<file path="config.mk">
export PLATFORM = sky130hd
export DESIGN_NAME = cpu
export DESIGN_NICKNAME = d
export VERILOG_FILES = /design/src/lc3b_types.sv /design/src/cpu.sv /design/src/control.sv /design/src/datapath.sv /design/src/ir.sv /design/src/alu.sv /design/src/regfile.sv
export SDC_FILE = /design/constraint.sdc
export NUM_CORES = 1
export LEC_CHECK = 0
export BUFFER_PORTS_ARGS = -buffer_cell sky130_fd_sc_hd__buf_2
export CELL_PAD_IN_SITES_DETAIL_PLACEMENT = 1
export CELL_PAD_IN_SITES_GLOBAL_PLACEMENT = 2
export CORE_MARGIN = 1
export CORE_UTILIZATION = 45
export CTS_CLUSTER_DIAMETER = 120
export DETAILED_ROUTE_END_ITERATION = 8
export GPL_TIMING_DRIVEN = 0
export PLACE_DENSITY_LB_ADDON = 0.2
export SLEW_MARGIN = 20
export SYNTH_ARGS = -nofsm -noshare
export SYNTH_HDL_FRONTEND = slang
export SYNTH_SLANG_ARGS = --single-unit
</file>
<file path="constraint.sdc">
create_clock -name clk -period 7.07 [get_ports clk]
set_input_delay 1.414 -clock clk [delete_from_list [all_inputs] [get_ports clk]]
set_output_delay 1.414 -clock clk [all_outputs]
set_load 0.01 [all_outputs]
</file>
<file path="src/lc3b_types.sv">
package lc3b_types;

    typedef logic [15:0] lc3b_word;
    typedef logic [2:0] lc3b_reg;
    typedef logic [2:0] lc3b_nzp;                  // n, z, p from msb down

    typedef logic signed [4:0] lc3b_imm5;
    typedef logic signed [5:0] lc3b_offset6;
    typedef logic signed [8:0] lc3b_offset9;

    typedef enum logic [3:0] {
        op_br   = 4'b0000,
        op_add  = 4'b0001,
        op_ldb  = 4'b0010,
        op_stb  = 4'b0011,
        op_jsr  = 4'b0100,
        op_and  = 4'b0101,
        op_ldr  = 4'b0110,
        op_str  = 4'b0111,
        op_rti  = 4'b1000,
        op_not  = 4'b1001,
        op_ldi  = 4'b1010,
        op_sti  = 4'b1011,
        op_jmp  = 4'b1100,
        op_shf  = 4'b1101,
        op_lea  = 4'b1110,
        op_trap = 4'b1111
    } lc3b_opcode;

    typedef enum logic [1:0] {
        alu_add,
        alu_and,
        alu_not,
        alu_pass
    } lc3b_aluop;

    // Register and immediate forms; src2 is the low three bits of imm5
    typedef struct packed {
        lc3b_opcode opcode;
        lc3b_reg    dest;
        lc3b_reg    src1;
        logic       inst5;
        lc3b_imm5   imm5;
    } lc3b_rr_fmt;

    typedef struct packed {
        lc3b_opcode  opcode;
        lc3b_reg     dest;                         // Doubles as the nzp mask of BR
        lc3b_reg     base;
        lc3b_offset6 offset6;
    } lc3b_off_fmt;

    typedef union packed {
        lc3b_rr_fmt  rr;
        lc3b_off_fmt off;
    } lc3b_instr;

    // ----------------------------------------------------------
    // Control word and status between control and datapath
    // ----------------------------------------------------------
    typedef struct packed {
        logic       load_pc;
        logic       load_ir;
        logic       load_regfile;
        logic       load_mar;
        logic       load_mdr;
        logic       load_cc;
        logic       pcmux_sel;                     // 0 is pc + 2, 1 is branch target
        logic       storemux_sel;                  // 1 reads dest on port A
        logic [1:0] alumux_sel;
        logic [1:0] regfilemux_sel;
        logic       marmux_sel;                    // 0 is ALU, 1 is PC
        logic       mdrmux_sel;                    // 0 is ALU, 1 is memory
        lc3b_aluop  aluop;
    } lc3b_ctrl;

    typedef struct packed {
        lc3b_opcode opcode;
        logic       inst5;
        logic       branch_enable;
    } lc3b_status;

endpackage
</file>
<file path="src/cpu.sv">
`timescale 1ns/1ps

module cpu import lc3b_types::*; #(
    parameter lc3b_word reset_pc = 16'h0000
) (
    input  logic     clk,
    input  logic     arst_n,
    input  lc3b_word mem_rdata,
    input  logic     mem_resp,
    output logic     mem_read,
    output logic     mem_write,
    output lc3b_word mem_address,
    output lc3b_word mem_wdata
);

    lc3b_ctrl   ctrl;
    lc3b_status status;

    control u_control (
        .clk,
        .arst_n,
        .status,
        .mem_resp,
        .ctrl,
        .mem_read,
        .mem_write
    );

    datapath #(
        .reset_pc (reset_pc)
    ) u_datapath (
        .clk,
        .arst_n,
        .ctrl,
        .mem_rdata,
        .mem_address,
        .mem_wdata,
        .status
    );

endmodule

</file>
<file path="src/control.sv">
`timescale 1ns/1ps

module control import lc3b_types::*; (
    input  logic       clk,
    input  logic       arst_n,
    input  lc3b_status status,
    input  logic       mem_resp,
    output lc3b_ctrl   ctrl,
    output logic       mem_read,
    output logic       mem_write
);

    typedef enum logic [3:0] {
        fetch1,
        fetch2,
        fetch3,
        decode,
        s_add,
        s_and,
        s_not,
        s_br,
        calc_addr,
        ld1,
        ld2,
        st1,
        st2
    } state_e;

    state_e state;
    state_e next_state;

    always_ff @(posedge clk or negedge arst_n) begin
        if (!arst_n) begin
            state <= fetch1;
        end else begin
            state <= next_state;
        end
    end

    // ----------------------------------------------------------
    // Control word per state
    // ----------------------------------------------------------
    always_comb begin
        ctrl      = '0;
        mem_read  = 1'b0;
        mem_write = 1'b0;
        case (state)
            fetch1: begin
                ctrl.marmux_sel = 1'b1;
                ctrl.load_mar   = 1'b1;
                ctrl.load_pc    = 1'b1;
            end
            fetch2, ld1: begin
                mem_read        = 1'b1;
                ctrl.mdrmux_sel = 1'b1;
                ctrl.load_mdr   = mem_resp;
            end
            fetch3: begin
                ctrl.load_ir = 1'b1;
            end
            s_add, s_and: begin
                ctrl.aluop        = (state == s_and) ? alu_and : alu_add;
                ctrl.alumux_sel   = {1'b0, status.inst5};
                ctrl.load_regfile = 1'b1;
                ctrl.load_cc      = 1'b1;
            end
            s_not: begin
                ctrl.aluop        = alu_not;
                ctrl.load_regfile = 1'b1;
                ctrl.load_cc      = 1'b1;
            end
            s_br: begin
                ctrl.pcmux_sel = 1'b1;
                ctrl.load_pc   = status.branch_enable;
            end
            calc_addr: begin
                ctrl.alumux_sel = 2'b10;
                ctrl.aluop      = alu_add;
                ctrl.load_mar   = 1'b1;
            end
            ld2: begin
                ctrl.regfilemux_sel = 2'b01;
                ctrl.load_regfile   = 1'b1;
                ctrl.load_cc        = 1'b1;
            end
            st1: begin
                ctrl.storemux_sel = 1'b1;
                ctrl.alumux_sel   = 2'b11;
                ctrl.aluop        = alu_pass;
                ctrl.load_mdr     = 1'b1;
            end
            st2: begin
                mem_write = 1'b1;
            end
            default: begin
            end
        endcase
    end

    // ----------------------------------------------------------
    // Next state
    // ----------------------------------------------------------
    always_comb begin
        next_state = state;
        case (state)
            fetch1:    next_state = fetch2;
            fetch2:    next_state = mem_resp ? fetch3 : fetch2;
            fetch3:    next_state = decode;
            decode: begin
                case (status.opcode)
                    op_add:  next_state = s_add;
                    op_and:  next_state = s_and;
                    op_not:  next_state = s_not;
                    op_br:   next_state = s_br;
                    op_ldr:  next_state = calc_addr;
                    op_str:  next_state = calc_addr;
                    default: next_state = fetch1;  // Skipped like a no-op
                endcase
            end
            calc_addr: next_state = (status.opcode == op_str) ? st1 : ld1;
            ld1:       next_state = mem_resp ? ld2 : ld1;
            st1:       next_state = st2;
            st2:       next_state = mem_resp ? fetch1 : st2;
            default:   next_state = fetch1;
        endcase
    end

    a_one_strobe: assert property (
        @(posedge clk) disable iff (!arst_n)
        !(mem_read && mem_write)
    );

    a_known_opcode: assert property (
        @(posedge clk) disable iff (!arst_n)
        (state == decode) |->
            (status.opcode inside {op_add, op_and, op_not, op_br, op_ldr, op_str})
    );

endmodule

</file>
<file path="src/datapath.sv">
`timescale 1ns/1ps

module datapath import lc3b_types::*; #(
    parameter lc3b_word reset_pc = 16'h0000
) (
    input  logic       clk,
    input  logic       arst_n,
    input  lc3b_ctrl   ctrl,
    input  lc3b_word   mem_rdata,
    output lc3b_word   mem_address,
    output lc3b_word   mem_wdata,
    output lc3b_status status
);

    lc3b_word    pc;
    lc3b_word    pc_plus2;
    lc3b_word    br_add;
    lc3b_word    pcmux_out;
    lc3b_word    mar;
    lc3b_word    marmux_out;
    lc3b_word    mdr;
    lc3b_word    mdrmux_out;
    lc3b_nzp     cc;
    lc3b_nzp     gencc;

    lc3b_opcode  opcode;
    logic        inst5;
    lc3b_reg     dest;
    lc3b_reg     src1;
    lc3b_reg     src2;
    lc3b_reg     storemux_out;
    lc3b_imm5    imm5;
    lc3b_offset6 offset6;
    lc3b_offset9 offset9;

    lc3b_word    sext5;
    lc3b_word    adj6;
    lc3b_word    adj9;
    lc3b_word    reg_a;
    lc3b_word    reg_b;
    lc3b_word    alumux_out;
    lc3b_word    alu_out;
    lc3b_word    regfilemux_out;

    // ----------------------------------------------------------
    // PC and memory registers
    // ----------------------------------------------------------
    assign pc_plus2  = pc + 16'd2;
    assign adj9      = {{6{offset9[8]}}, offset9, 1'b0};
    assign br_add    = pc + adj9;                  // PC already points past the BR
    assign pcmux_out = ctrl.pcmux_sel ? br_add : pc_plus2;

    always_ff @(posedge clk or negedge arst_n) begin
        if (!arst_n) begin
            pc <= reset_pc;
            cc <= '0;
        end else begin
            if (ctrl.load_pc) begin
                pc <= pcmux_out;
            end
            if (ctrl.load_cc) begin
                cc <= gencc;
            end
        end
    end

    assign marmux_out = ctrl.marmux_sel ? pc : alu_out;
    assign mdrmux_out = ctrl.mdrmux_sel ? mem_rdata : alu_out;

    always_ff @(posedge clk) begin
        if (ctrl.load_mar) begin
            mar <= marmux_out;
        end
        if (ctrl.load_mdr) begin
            mdr <= mdrmux_out;
        end
    end

    assign mem_address = mar;
    assign mem_wdata   = mdr;

    // ----------------------------------------------------------
    // Instruction register and register file
    // ----------------------------------------------------------
    ir u_ir (
        .clk,
        .arst_n,
        .load    (ctrl.load_ir),
        .in      (mdr),
        .opcode,
        .inst5,
        .dest,
        .src1,
        .src2,
        .imm5,
        .offset6,
        .offset9
    );

    assign storemux_out = ctrl.storemux_sel ? dest : src1;

    always_comb begin
        case (ctrl.regfilemux_sel)
            2'b01:   regfilemux_out = mdr;
            default: regfilemux_out = alu_out;
        endcase
    end

    regfile u_regfile (
        .clk,
        .arst_n,
        .load  (ctrl.load_regfile),
        .in    (regfilemux_out),
        .src_a (storemux_out),
        .src_b (src2),
        .dest,
        .reg_a,
        .reg_b
    );

    // ----------------------------------------------------------
    // ALU and operand select
    // ----------------------------------------------------------
    assign sext5 = {{11{imm5[4]}}, imm5};
    assign adj6  = {{9{offset6[5]}}, offset6, 1'b0};

    always_comb begin
        case (ctrl.alumux_sel)
            2'b00:   alumux_out = reg_b;
            2'b01:   alumux_out = sext5;
            2'b10:   alumux_out = adj6;
            default: alumux_out = reg_a;           // Store source for pass-through
        endcase
    end

    alu u_alu (
        .aluop (ctrl.aluop),
        .a     (reg_a),
        .b     (alumux_out),
        .f     (alu_out)
    );

    // ----------------------------------------------------------
    // Condition codes
    // ----------------------------------------------------------
    assign gencc[2] = regfilemux_out[15];
    assign gencc[1] = (regfilemux_out == '0);
    assign gencc[0] = !regfilemux_out[15] && (regfilemux_out != '0);

    assign status = '{
        opcode:        opcode,
        inst5:         inst5,
        branch_enable: |(dest & cc)
    };

    a_pc_even: assert property (
        @(posedge clk) disable iff (!arst_n)
        pc[0] == 1'b0
    );

endmodule

</file>
<file path="src/ir.sv">
`timescale 1ns/1ps

module ir import lc3b_types::*; (
    input  logic        clk,
    input  logic        arst_n,
    input  logic        load,
    input  lc3b_word    in,
    output lc3b_opcode  opcode,
    output logic        inst5,
    output lc3b_reg     dest,
    output lc3b_reg     src1,
    output lc3b_reg     src2,
    output lc3b_imm5    imm5,
    output lc3b_offset6 offset6,
    output lc3b_offset9 offset9
);

    lc3b_instr instr;

    always_ff @(posedge clk or negedge arst_n) begin
        if (!arst_n) begin
            instr <= '0;
        end else if (load) begin
            instr <= in;
        end
    end

    // ----------------------------------------------------------
    // Register and immediate view
    // ----------------------------------------------------------
    assign opcode = instr.rr.opcode;
    assign dest   = instr.rr.dest;
    assign src1   = instr.rr.src1;
    assign inst5  = instr.rr.inst5;
    assign imm5   = instr.rr.imm5;
    assign src2   = instr.rr.imm5[2:0];            // Bits 4:3 are zero in register form

    // ----------------------------------------------------------
    // Offset view
    // ----------------------------------------------------------
    assign offset6 = instr.off.offset6;
    assign offset9 = {instr.off.base, instr.off.offset6};

endmodule

</file>
<file path="src/alu.sv">
`timescale 1ns/1ps

module alu import lc3b_types::*; (
    input  lc3b_aluop aluop,
    input  lc3b_word  a,
    input  lc3b_word  b,
    output lc3b_word  f
);

    always_comb begin
        unique case (aluop)
            alu_add: begin
                f = a + b;
            end
            alu_and: begin
                f = a & b;
            end
            alu_not: begin
                f = ~a;
            end
            alu_pass: begin
                f = b;                             // Moves a value to MDR for stores
            end
            default: begin
                f = a + b;
            end
        endcase
    end

endmodule

</file>
<file path="src/regfile.sv">
`timescale 1ns/1ps

module regfile import lc3b_types::*; (
    input  logic     clk,
    input  logic     arst_n,
    input  logic     load,
    input  lc3b_word in,
    input  lc3b_reg  src_a,
    input  lc3b_reg  src_b,
    input  lc3b_reg  dest,
    output lc3b_word reg_a,
    output lc3b_word reg_b
);

    lc3b_word data [8];

    always_ff @(posedge clk or negedge arst_n) begin
        if (!arst_n) begin
            for (int i = 0; i < 8; i++) begin
                data[i] <= '0;
            end
        end else if (load) begin
            data[dest] <= in;
        end
    end

    // Reads see the old value during a write cycle
    assign reg_a = data[src_a];
    assign reg_b = data[src_b];

    // A write of unknown data would corrupt the architectural state silently
    a_write_known: assert property (
        @(posedge clk) disable iff (!arst_n)
        load |-> !$isunknown(in)
    );

endmodule

</file>
==> impl_metrics.py <==
metrics = {
    "floorplanning": {
        "rows": 59,
        "die_height_um": 165,
        "core_area_um2": 26100,
        "io_pins": 53,
        "fp.dieW_um": 165,
        "die_area_um2": 27200,
        "initial_core_util_pct": 45.9,
    },
    "sta": {
        "whs_ps": 476,
        "finalSetupTns_ps": 0,
        "fmax_mhz": 157,
        "setup_viol": 0,
        "min_period_ps": 6360,
        "hold_viol": 0,
        "report.final.slew_viol_count": 0,
        "tightest_slew_ps": 1050,
        "rsz0062_at_grt": "false",
        "slew_headroom_pct": 29.8,
        "period_share_pct": 90.0,
        "finClkSkew_ps": 20.0,
    },
    "critical_path": {
        "worst-setup-path-type": "reg2reg",
        "r2r-start": "u_control.state[2]",
        "reg2reg_slack_ps": 710,
        "worstRegToRegCells": 20,
        "required_ps": 7440,
        "critPathLaunchType": "register",
        "cp.arrival_ps": 6740,
        "crit-reg2reg-capture": "u_datapath.cc[0]",
        "crit_fanout": 10,
        "crit_start": "u_control.state[2]",
        "endpoint_kind": "register",
    },
    "cells_and_area": {
        "final_common_cell": "dfrtp_1",
        "fin_nets": 1240,
        "area_growth_pct": 11.5,
        "final_cells": 1537,
        "fillers": 2884,
        "antenna_cells": 0,
        "mostFrequentLayoutCells": "dfrtp_1 (166), mux2_2 (126), nand2_1 (118)",
        "drive_above_1_share_pct": 24.5,
    },
    "clock_tree": {
        "post_cts_buffers": 0,
        "cts_inserted_buffers": 17,
        "clkTransAtPathRegs_ps": 80,
        "postCtsHoldBufs": 0,
        "cts.path.max_buffers": 2,
        "cts_tree": "yes",
        "cts-htree-levels": 4,
        "cts-resized-gates": 0,
        "root_buffer": "clkbuf_16",
        "clk_latency_ps": 450,
        "cts.sinks": 198,
    },
    "detailed_routing": {
        "first_pass_iters": 5,
        "wl_um": 40900,
        "final_antenna_net_count": 0,
        "drc_errors": 0,
        "vias_per_cell": 6.21,
        "drt_iter0_drc": 690,
        "vias": 9545,
        "post_drt_wl_per_cell_um": 26.6,
    },
    "grt": {
        "grt_pass1_vias": 9851,
        "overflow": 0,
        "groute.usage.overall_pct": 31.2,
        "antenna_found_initial": 0,
        "grt_max_degree": 91,
        "grt_pass1_wl_um": 61500,
    },
    "hold_path": {
        "whs_path_depth": 1,
        "hp-class": "reg2reg",
        "hold_end": "u_datapath.pc[15]",
        "hold_start": "u_datapath.pc[15]",
    },
    "yosys": {
        "synthDistinctLibCells": 75,
        "ys_ff_latch": 198,
        "syn_nets": 1167,
        "synth_edf_count": 32,
        "netlist_area_um2": 12000,
        "synthFlopType": "dfrtp_1",
        "ys_seq_area_share_pct": 42.7,
        "postSynthCellCount": 1116,
        "async_flop_share_pct": 83.8,
        "synth.avg_cell_area_um2": 10.7,
        "yosysWarnings": 0,
    },
    "flow_run": {
        "max_cap_violations": 0,
    },
    "placed_design": {
        "dpl.cell_count": 1505,
        "gp_congestion": 0.880,
        "port_buffers": 52,
        "place_hpwl_um": 30500,
    },
    "outcome": {
        "outcome": "complete, no violations",
    },
}
worst max path at each step:
stage                             to  slack [ps]  depth (start not counted)
floorplan           u_datapath.cc[0]        2300                         18
global placement    u_datapath.cc[0]         770                         17
detailed placement  u_datapath.cc[0]         710                         17
CTS                 u_datapath.cc[0]         660                         17
global route        u_datapath.cc[0]         370                         20
finish              u_datapath.cc[0]         710                         20
stage by stage:
| step | cell area, um2 | util [%] | setup slack (ps) |
|---|---|---|---|
| 6_report | 13300 | 51.2 | 706 |
| 2_1_floorplan | 12000 | - | 2300 |
| 4_1_cts | 13300 | 51.1 | 655 |
| 5_1_grt | 13300 | 51.2 | 373 |
| 3_3_place_gp | 12600 | 48.5 | 774 |
| 3_5_place_dp | 12700 | 48.8 | 707 |
registers in the layout, indices dropped and copies added, names as in the netlist:
signal	cells
u_datapath.u_regfile.data	128
u_datapath.mem_address	16
u_datapath.mem_wdata	16
u_datapath.u_ir.instr	16
u_datapath.pc	15
u_control.state	4
u_datapath.cc	3
final cells by class:
class                   instances  area (um2)  share of cell area (%)
flip-flops and latches        198        5110                    38.3
repair buffers                 54         309                    2.32
well taps                     335         419                    3.14
plain buffers                  65         278                    2.08
clock inverters                15         190                    1.43
inverters                      20        75.1                   0.563
clock buffers                  17         425                    3.19
multi-input cells             833        6530                    48.9
cell families after synthesis:
| kind of cell | Yosys count | share of synthesized area [%] |
|---|---|---|
| AOI/OAI and AO/OA | 255 | 13.3 |
| DFF | 198 | 42.7 |
| and+or+nand+nor | 307 | 11.9 |
| buffers and inverters | 85 | 2.93 |
| xor gates and xnor gates | 25 | 1.83 |
| adders and majority gates | 32 | 3.47 |
| muxes | 214 | 23.9 |
synthesized netlist by cell type (all sizes together), types with 2 or more instances:
cell	count	share of area (%)
nand3	8	0.33
o31a	2	0.15
a21oi	100	4.2
o21a	3	0.19
xnor2	13	0.95
nor3	15	0.63
a221oi	7	0.82
and3	11	0.58
ha	30	3.1
dfrtp	166	35
nor2b	7	0.37
and2	11	0.58
mux2i	45	4.0
clkbuf	52	1.6
nand2b	13	0.68
nor3b	3	0.19
a31o	2	0.15
o22ai	12	0.63
nor2	91	2.9
a32oi	6	0.44
a21boi	2	0.13
a22oi	5	0.31
nand2	118	3.7
fa	2	0.33
or3	6	0.31
edfxtp	32	8.0
mux4	42	7.9
inv	19	0.60
a31oi	4	0.21
a41oi	7	0.51
nand4	3	0.21
nand3b	5	0.31
o21ai	70	2.9
buf	13	0.67
or4	2	0.13
xor2	12	0.88
mux2	127	12
a221o	4	0.33
a21o	9	0.56
or2	7	0.37
a211oi	7	0.56
critical path, stage by stage, from the launching register on:
cell      delay [ps]
dfrtp_1          470
nand4b_4         250
buf_2            300
mux2i_1          870
nor2_1           480
a221oi_2         660
nor2_1            90
nor2_1           140
ha_1             210
inv_1             70
fa_1             420
nor2b_1          190
o221a_2          260
o22ai_1          110
mux2i_1          290
nor4bb_1         120
a211oi_2         760
nor2_1           100
and3_1           230
nand4_1          100
nor2b_1          150
metal layers:
layer	track usage (%)	vias to the layer above	routed length (um)
met5	0	-	0
met4	9.67	0	1060
met3	6.12	55	2290
met2	48.4	272	18800
met1	43.9	4949	18800
li1	-	4269	-
Power is left out: the tool's default activity adds up to more than one toggle a clock period on the data nets, which glitch-free logic cannot reach.
